## config.mk

```make
export PLATFORM = sky130hd
export DESIGN_NAME = dual_stream_merge
export DESIGN_NICKNAME = d
export VERILOG_FILES = /design/src/verilog/merge_pkg.sv /design/src/verilog/fifo_1cycle.sv /design/src/verilog/channel_merger.sv /design/src/verilog/dual_stream_merge.sv
export SDC_FILE = /design/constraint.sdc
export NUM_CORES = 1
export LEC_CHECK = 0
export ABC_AREA = 1
export BUFFER_PORTS_ARGS = -buffer_cell sky130_fd_sc_hd__buf_2
export CAP_MARGIN = 20
export CELL_PAD_IN_SITES_DETAIL_PLACEMENT = 1
export CELL_PAD_IN_SITES_GLOBAL_PLACEMENT = 1
export CORE_UTILIZATION = 50
export DETAILED_ROUTE_END_ITERATION = 7
export PLACE_DENSITY_LB_ADDON = 0.1
export SLEW_MARGIN = 25
export SYNTH_ARGS = -nofsm -noshare
export SYNTH_HDL_FRONTEND = slang
export SYNTH_SLANG_ARGS = --single-unit
```

## constraint.sdc

```tcl
create_clock -name clk -period 5.1 [get_ports clk]
set_input_delay 0.255 -clock clk [delete_from_list [all_inputs] [get_ports clk]]
set_output_delay 0.255 -clock clk [all_outputs]
set_load 0.01 [all_outputs]
```

## src/verilog/merge_pkg.sv

```systemverilog
// ##########################################################
// merge package
// shared sample width, FIFO depth and the enums of the
// dual-channel sample merger
// ##########################################################

package merge_pkg;

  // datapath
  localparam int sample_width = 16;    // bits per sample

  // channel FIFO sizing
  localparam int fifo_depth_log2 = 4;  // 16-word RAM, 15 words usable

  // source channel tag, travels with every delivered sample
  typedef enum logic {
    ch0 = 1'b0,                        // first source
    ch1 = 1'b1                         // second source
  } chan_e;

  // merger handshake FSM
  typedef enum logic [1:0] {
    idle         = 2'd0,               // free to pick a channel
    req_high     = 2'd1,               // sample offered, waiting for ack
    wait_ack_low = 2'd2                // req dropped, waiting for ack release
  } merge_state_e;

endpackage

```

## src/verilog/fifo_1cycle.sv

```systemverilog
`timescale 1ns/1ps
// ##########################################################
// single-cycle-latency FIFO, one clock for both sides
// registered-write RAM with asynchronous read port,
// registered fill count, drop-on-full with sticky overflow
// ##########################################################

module fifo_1cycle #(
  parameter int data_width = merge_pkg::sample_width,    // word width
  parameter int depth_log2 = merge_pkg::fifo_depth_log2  // address width
) (
  input  logic                  clk,
  input  logic                  rst,       // async, active high
  input  logic                  we,        // write strobe from source
  input  logic                  re,        // read strobe, only when nempty
  input  logic [data_width-1:0] data_in,   // write data
  output logic [data_width-1:0] data_out,  // word at read pointer, no register
  output logic                  nempty,    // at least one word held
  output logic                  overflow   // sticky, set by a refused write
);

  logic [depth_log2-1:0] wa;          // write address
  logic [depth_log2-1:0] ra;          // read address
  logic [depth_log2-1:0] fill;        // words held, max all ones
  logic [depth_log2-1:0] next_fill;   // fill after this edge
  logic                  full;        // no free slot without a read
  logic                  wr_ok;       // write actually accepted

  logic [data_width-1:0] ram [0:(1<<depth_log2)-1];

  // one RAM word always stays free, so all-ones fill means full
  assign full  = &fill;
  assign wr_ok = we && (!full || re);  // same-cycle read frees a slot

  always_comb begin
    next_fill = fill;                  // write and read together, or neither
    if (wr_ok && !re) begin
      next_fill = fill + 1'b1;
    end else if (!wr_ok && re) begin
      next_fill = fill - 1'b1;
    end
  end

  // pointers, fill and flags
  always_ff @(posedge clk or posedge rst) begin
    if (rst) begin
      wa       <= '0;
      ra       <= '0;
      fill     <= '0;
      nempty   <= 1'b0;
      overflow <= 1'b0;
    end else begin
      fill   <= next_fill;
      nempty <= (next_fill != '0);     // high right after the first write
      if (wr_ok) begin
        wa <= wa + 1'b1;
      end
      if (re) begin
        ra <= ra + 1'b1;
      end else if (fill == '0) begin
        ra <= wa;                      // resync read side while empty
      end
      if (we && !wr_ok) begin
        overflow <= 1'b1;              // sample dropped, held until reset
      end
    end
  end

  // storage
  always_ff @(posedge clk) begin
    if (wr_ok) begin
      ram[wa] <= data_in;
    end
  end

  assign data_out = ram[ra];           // async read

  // the merger must never pull from a channel it did not see as non-empty
  a_no_underrun: assert property (
    @(posedge clk) disable iff (rst)
    re |-> nempty
  );

  // a full FIFO can only stay full or drain by one, never wrap to zero
  a_fill_no_wrap: assert property (
    @(posedge clk) disable iff (rst)
    full |=> (fill != '0)
  );

endmodule

```

## src/verilog/channel_merger.sv

```systemverilog
`timescale 1ns/1ps
// ##########################################################
// channel merger
// round-robin pick between two FIFOs, tags the sample with
// its channel and offers it over a four-phase req/ack
// ##########################################################

module channel_merger (
  input  logic                              clk,
  input  logic                              rst,       // async, active high
  input  logic                              nempty0,   // ch0 FIFO holds data
  input  logic                              nempty1,   // ch1 FIFO holds data
  input  logic [merge_pkg::sample_width-1:0] data0,    // ch0 FIFO head
  input  logic [merge_pkg::sample_width-1:0] data1,    // ch1 FIFO head
  output logic                              re0,       // pop ch0, one cycle
  output logic                              re1,       // pop ch1, one cycle
  output logic                              out_req,   // sample offered
  input  logic                              out_ack,   // consumer answer
  output logic [merge_pkg::sample_width-1:0] out_data, // held while out_req
  output merge_pkg::chan_e                  out_chan   // source of out_data
);

  import merge_pkg::*;

  merge_state_e state;         // handshake FSM
  merge_state_e state_nxt;
  chan_e        last_served;   // channel of the previous pick
  chan_e        pick;          // channel chosen this cycle
  logic         take;          // pop and capture this cycle

  // round-robin choice
  always_comb begin
    if (nempty0 && nempty1) begin
      pick = (last_served == ch0) ? ch1 : ch0;  // both ready, alternate
    end else if (nempty0) begin
      pick = ch0;
    end else begin
      pick = ch1;              // only meaningful when nempty1
    end
  end

  assign take = (state == idle) && (nempty0 || nempty1);
  assign re0  = take && (pick == ch0);
  assign re1  = take && (pick == ch1);

  assign out_req = (state == req_high);

  // four-phase sequencing
  always_comb begin
    state_nxt = state;
    case (state)
      idle: begin
        if (take) begin
          state_nxt = req_high;              // req goes up next cycle
        end
      end
      req_high: begin
        if (out_ack) begin
          state_nxt = wait_ack_low;          // drop req after first ack
        end
      end
      wait_ack_low: begin
        if (!out_ack) begin
          state_nxt = idle;                  // ready to pick again
        end
      end
      default: begin
        state_nxt = idle;
      end
    endcase
  end

  always_ff @(posedge clk or posedge rst) begin
    if (rst) begin
      state       <= idle;
      last_served <= ch1;                    // first tie goes to ch0
    end else begin
      state <= state_nxt;
      if (take) begin
        last_served <= pick;
      end
    end
  end

  // output holding register, loaded on the pop cycle
  always_ff @(posedge clk) begin
    if (take) begin
      out_data <= (pick == ch0) ? data0 : data1;  // FIFO head is async
      out_chan <= pick;
    end
  end

  // data and tag must not move under a raised request
  a_out_stable: assert property (
    @(posedge clk) disable iff (rst)
    out_req |=> (!out_req || ($stable(out_data) && $stable(out_chan)))
  );

  // at most one FIFO popped per cycle
  a_one_read: assert property (
    @(posedge clk) disable iff (rst)
    !(re0 && re1)
  );

endmodule

```

## src/verilog/dual_stream_merge.sv

```systemverilog
`timescale 1ns/1ps
// ##########################################################
// dual stream merge top
// two channel FIFOs side by side feeding one round-robin
// merger with a four-phase output to a single consumer
// ##########################################################

module dual_stream_merge (
  input  logic                              clk,
  input  logic                              rst,        // async, active high
  input  logic                              wr0,        // ch0 write strobe
  input  logic [merge_pkg::sample_width-1:0] wr_data0,  // ch0 sample
  input  logic                              wr1,        // ch1 write strobe
  input  logic [merge_pkg::sample_width-1:0] wr_data1,  // ch1 sample
  output logic                              out_req,    // sample offered
  input  logic                              out_ack,    // consumer answer
  output logic [merge_pkg::sample_width-1:0] out_data,  // merged sample
  output merge_pkg::chan_e                  out_chan,   // its source channel
  output logic                              overflow0,  // ch0 dropped a write
  output logic                              overflow1   // ch1 dropped a write
);

  import merge_pkg::*;

  logic                    re0;      // merger pops ch0
  logic                    re1;      // merger pops ch1
  logic                    nempty0;
  logic                    nempty1;
  logic [sample_width-1:0] data0;    // ch0 head word
  logic [sample_width-1:0] data1;    // ch1 head word

  fifo_1cycle #(.data_width(sample_width), .depth_log2(fifo_depth_log2)) fifo_ch0 (
    .clk(clk), .rst(rst),
    .we(wr0), .re(re0), .data_in(wr_data0), .data_out(data0),
    .nempty(nempty0), .overflow(overflow0)
  );

  fifo_1cycle #(.data_width(sample_width), .depth_log2(fifo_depth_log2)) fifo_ch1 (
    .clk(clk), .rst(rst),
    .we(wr1), .re(re1), .data_in(wr_data1), .data_out(data1),
    .nempty(nempty1), .overflow(overflow1)
  );

  channel_merger merger (
    .clk(clk), .rst(rst),
    .nempty0(nempty0), .nempty1(nempty1),
    .data0(data0), .data1(data1),
    .re0(re0), .re1(re1),
    .out_req(out_req), .out_ack(out_ack),
    .out_data(out_data), .out_chan(out_chan)
  );

endmodule

```

==> run_results.csv <==
group,metric,value,unit
power,p_leak,0.009459,uW
route,drt-pass1-iter-count,5,
final_layout,fill_cells,4646,
sta,min_period_over_period,65.26,%
flow_run,drv_cap,0,
sta,setup_ws,1.772,ns
sta,rsz0062_at_grt,"false",
setup_path,arrival,3.68,ns
global_routing,grt_util_all_layers,26.42,%
final_layout,drive_gt1_share,9.937,%
setup_path,r2r_start,"fifo_ch1.ra[0]$_DFFE_PP0P_",
cts,cts.sinks,560,
setup_path,required,5.46,ns
logic_synthesis,synth_cell_types,31,
floorplanning,dieArea,47070,um2
placement,port_buffers,56,
setup_path,crit_chain,"clkinv_2 -> buf_4 -> nand2_1 -> nand3_1 -> nand3_1 -> nand2_1 -> nand2_1 -> nand2_1 -> nand2_1 -> nand2_1",
logic_synthesis,ys_warn_count,0,
power,ir_drop,0.3780,mV
logic_synthesis,synth_area,23100,um2
global_routing,grt_pass1_wl,93290,um
sta,tns,0,ns
setup_path,startpoint_type,"flop",
placement,hpwl,36550,um
logic_synthesis,synth_enable_flop_cells,529,
cts,worstSkewPairLatency,0.62,ns
floorplanning,core-area,45480,um2
setup_path,crit_path_frequent_cell,"nand2_1",
logic_synthesis,syn_area_per_cell,11.54,um2
floorplanning,num_io_pins,57,
route,routedWlPerCell,22.88,um
route,wl,61170,um
logic_synthesis,async_reset_ff_share,5.536,%
global_routing,grt_overflow,0,
cts,cts-buffers-inserted,58,
setup_path,cp-end-kind,"flop",
cts,cts-htree-levels,2,
floorplanning,start_util,50.80,%
logic_synthesis,synth.most_common_cell,"edfxtp_1",
setup_path,slowest_delay,0.77,ns
route,ant_nets,0,
final_layout,register_area,16670,um2
final_layout,area_growth,11.91,%
setup_path,cp_slowest_cell,"clkinv_2",
worst_hold_path,hold_path_startpoint,"wr_data0[1]",
logic_synthesis,synth-seq-cells,560,
logic_synthesis,yosysSeqAreaShare,72.12,%
logic_synthesis,synth_top_area_cell,"edfxtp_1",
setup_path,critical_path.startpoint,"fifo_ch1.ra[0]$_DFFE_PP0P_",
route,first_iter_violations,1258,
final_layout,fin_nets,2078,
placement,gp_congestion,0.7923,
sta,min_period,3.328,ns
final_layout,antenna_cells,0,
cts,cts_buffer_depth,3,
logic_synthesis,synth_area_leaders,"edfxtp_1 69%, nand2_1 8.2%, nand3_1 6.6%, nor2_1 4.1%, dfrtp_1 3.2%",
status,outcome,"finished clean",
sta,max_freq,0.3005,GHz
sta,holdWs,0.03731,ns
logic_synthesis,synth_top_flop_cell,"edfxtp_1",
final_layout,multiInputGateArea,5884,um2
cts,cts_tree,"done",
logic_synthesis,synth_common_cells,"529 x edfxtp_1, 504 x nand2_1, 306 x nand3_1",
sta,skew,0.01010,ns
sta,finalHoldViolCount,0,
worst_hold_path,hold_class,"input port to flop",
global_routing,grt_start_max_net_pins,89,
floorplanning,placementRows,78,
power,powerDensity,597.7,nW/um2
route,num_vias,15070,
global_routing,grt_pass1_vias,15804,
sta,setup_viol,0,
setup_path,worst-path-max-fanout,74,
logic_synthesis,syn-num-nets,2054,
cts,post_cts_resized,0,
final_layout,final_util,56.86,%
logic_synthesis,syn_inst,2003,
sta,relSlewSlack,30.12,%
floorplanning,die_w,217.0,um
setup_path,path_buf_inv,2,
setup_path,crit_type,"flop to flop",
logic_synthesis,yosys.area.top_type_share,68.75,%
route,drc,0,
cts,clockRootBuffer,"clkbuf_16",
floorplanning,fp.dieH,217.0,um
sta,slew_viol_final,0,
cts,clk_pin_slew,0.06,ns
sta,tightest_slew,1.048,ns
global_routing,antenna_found_initial,3,
placement,pre_cts_slack,1.797,ns
setup_path,critPathTopFamily,"buffers and inverters",
route,avgViaCountPerCell,5.638,
-- state kept, by name, summed over array words and instances (netlist names) --
signal / count
fifo_ch0.ram: 256
fifo_ch1.ram: 256
merger.out_data: 16
fifo_ch0.fill: 4
fifo_ch0.ra: 4
fifo_ch0.wa: 4
fifo_ch1.fill: 4
fifo_ch1.ra: 4
fifo_ch1.wa: 4
merger.state: 2
fifo_ch0.nempty: 1
fifo_ch0.overflow: 1
fifo_ch1.nempty: 1
fifo_ch1.overflow: 1
merger.last_served: 1
merger.out_chan: 1
-- logic make-up (layout without fill, tap and decap cells) --
kind of cell	after synthesis	after routing	share of synthesized area, %
fa+ha+maj	14	14	0.7582
xor+xnor	15	15	0.5686
simple gates	1080	1080	19.55
flops	560	560	72.12
compound gates	154	154	3.677
buf+inv	180	250	3.325
-- path summary, 6_finish.rpt --
kind	end	slack, ns	depth (start not counted)
setup / recovery	merger.out_data[1]$_DFFE_PN_	1.77	10
hold / removal	fifo_ch0.ram[8][1]$_DFFE_PP_	0.04	1
setup reg to reg	merger.out_data[1]$_DFFE_PN_	1.77	10
hold reg to reg	fifo_ch1.overflow$_DFFE_PP0P_	0.48	1
max in group asynchronous	fifo_ch1.ra[0]$_DFFE_PP0P_	4.43	4
min in group asynchronous	fifo_ch1.fill[0]$_DFF_PP0_	0.30	4
-- layout by cell type (no fill, tap or decap), types with 2 or more instances in the layout --
master	netlist	final
edfxtp_1	529	529
nand2_1	504	504
nand3_1	306	306
nor2_1	253	221
o21ai_0	112	112
clkbuf_16	0	61
inv_1	60	59
buf_2	50	56
nor2_4	4	30
dfrtp_1	30	27
o211ai_1	26	26
xor2_1	15	15
clkinv_1	2	15
ha_1	14	14
clkbuf_1	37	14
buf_4	8	14
clkinv_2	0	11
nor2_2	1	7
inv_2	7	6
o21ai_1	5	5
a21oi_1	5	5
nand2_2	4	4
bufinv_16	0	4
dlygate4sd3_1	0	4
nand4_1	3	3
nand3_2	2	2
nor3_1	2	2
a211oi_1	2	2
clkbuf_8	0	2
clkinvlp_4	0	2
dfrtp_4	0	2
-- where the power goes --
part	internal [uW]	leakage, uW	switching [uW]
Clock	2400	0.000899	1750
Sequential	5720	0.00515	463
Combinational	1410	0.00341	3710
-- final cells by class --
class	count	share of cell area, %
flip-flops and latches	560	64.47
clock inverters	29	0.9194
repair buffers	75	1.723
clock buffers	77	6.213
inverters	69	1.011
well taps	600	2.903
multi-input cells	1263	22.76
-- metal layers --
metal  vias to the layer above  global-route usage (%)  part of all wire (%)
li1                       6994                       -                     -
met1                      7622                   34.26                    42
met2                       344                   45.56                    51
met3                       108                   4.109                   4.5
met4                         2                   8.474                   2.6
met5                         -                       0                 0.021
-- through the flow --
stage	power [uW]	instance area (um2)	instances
5_1_grt	16290	25860	2673
3_3_place_gp	11170	23840	2563
2_1_floorplan	9532	23100	2003
4_1_cts	15530	25780	2673
6_report	15460	25860	2673
3_5_place_dp	11370	23900	2563
-- timing repair --
item                                    in CTS  in global routing
endpoints found under the setup margin       0                  0
hold endpoints to repair                    35                  0
hold buffers                                 4                  0
buffers inserted                             0                  0
Note: power is estimated with default switching activity, not from simulation.
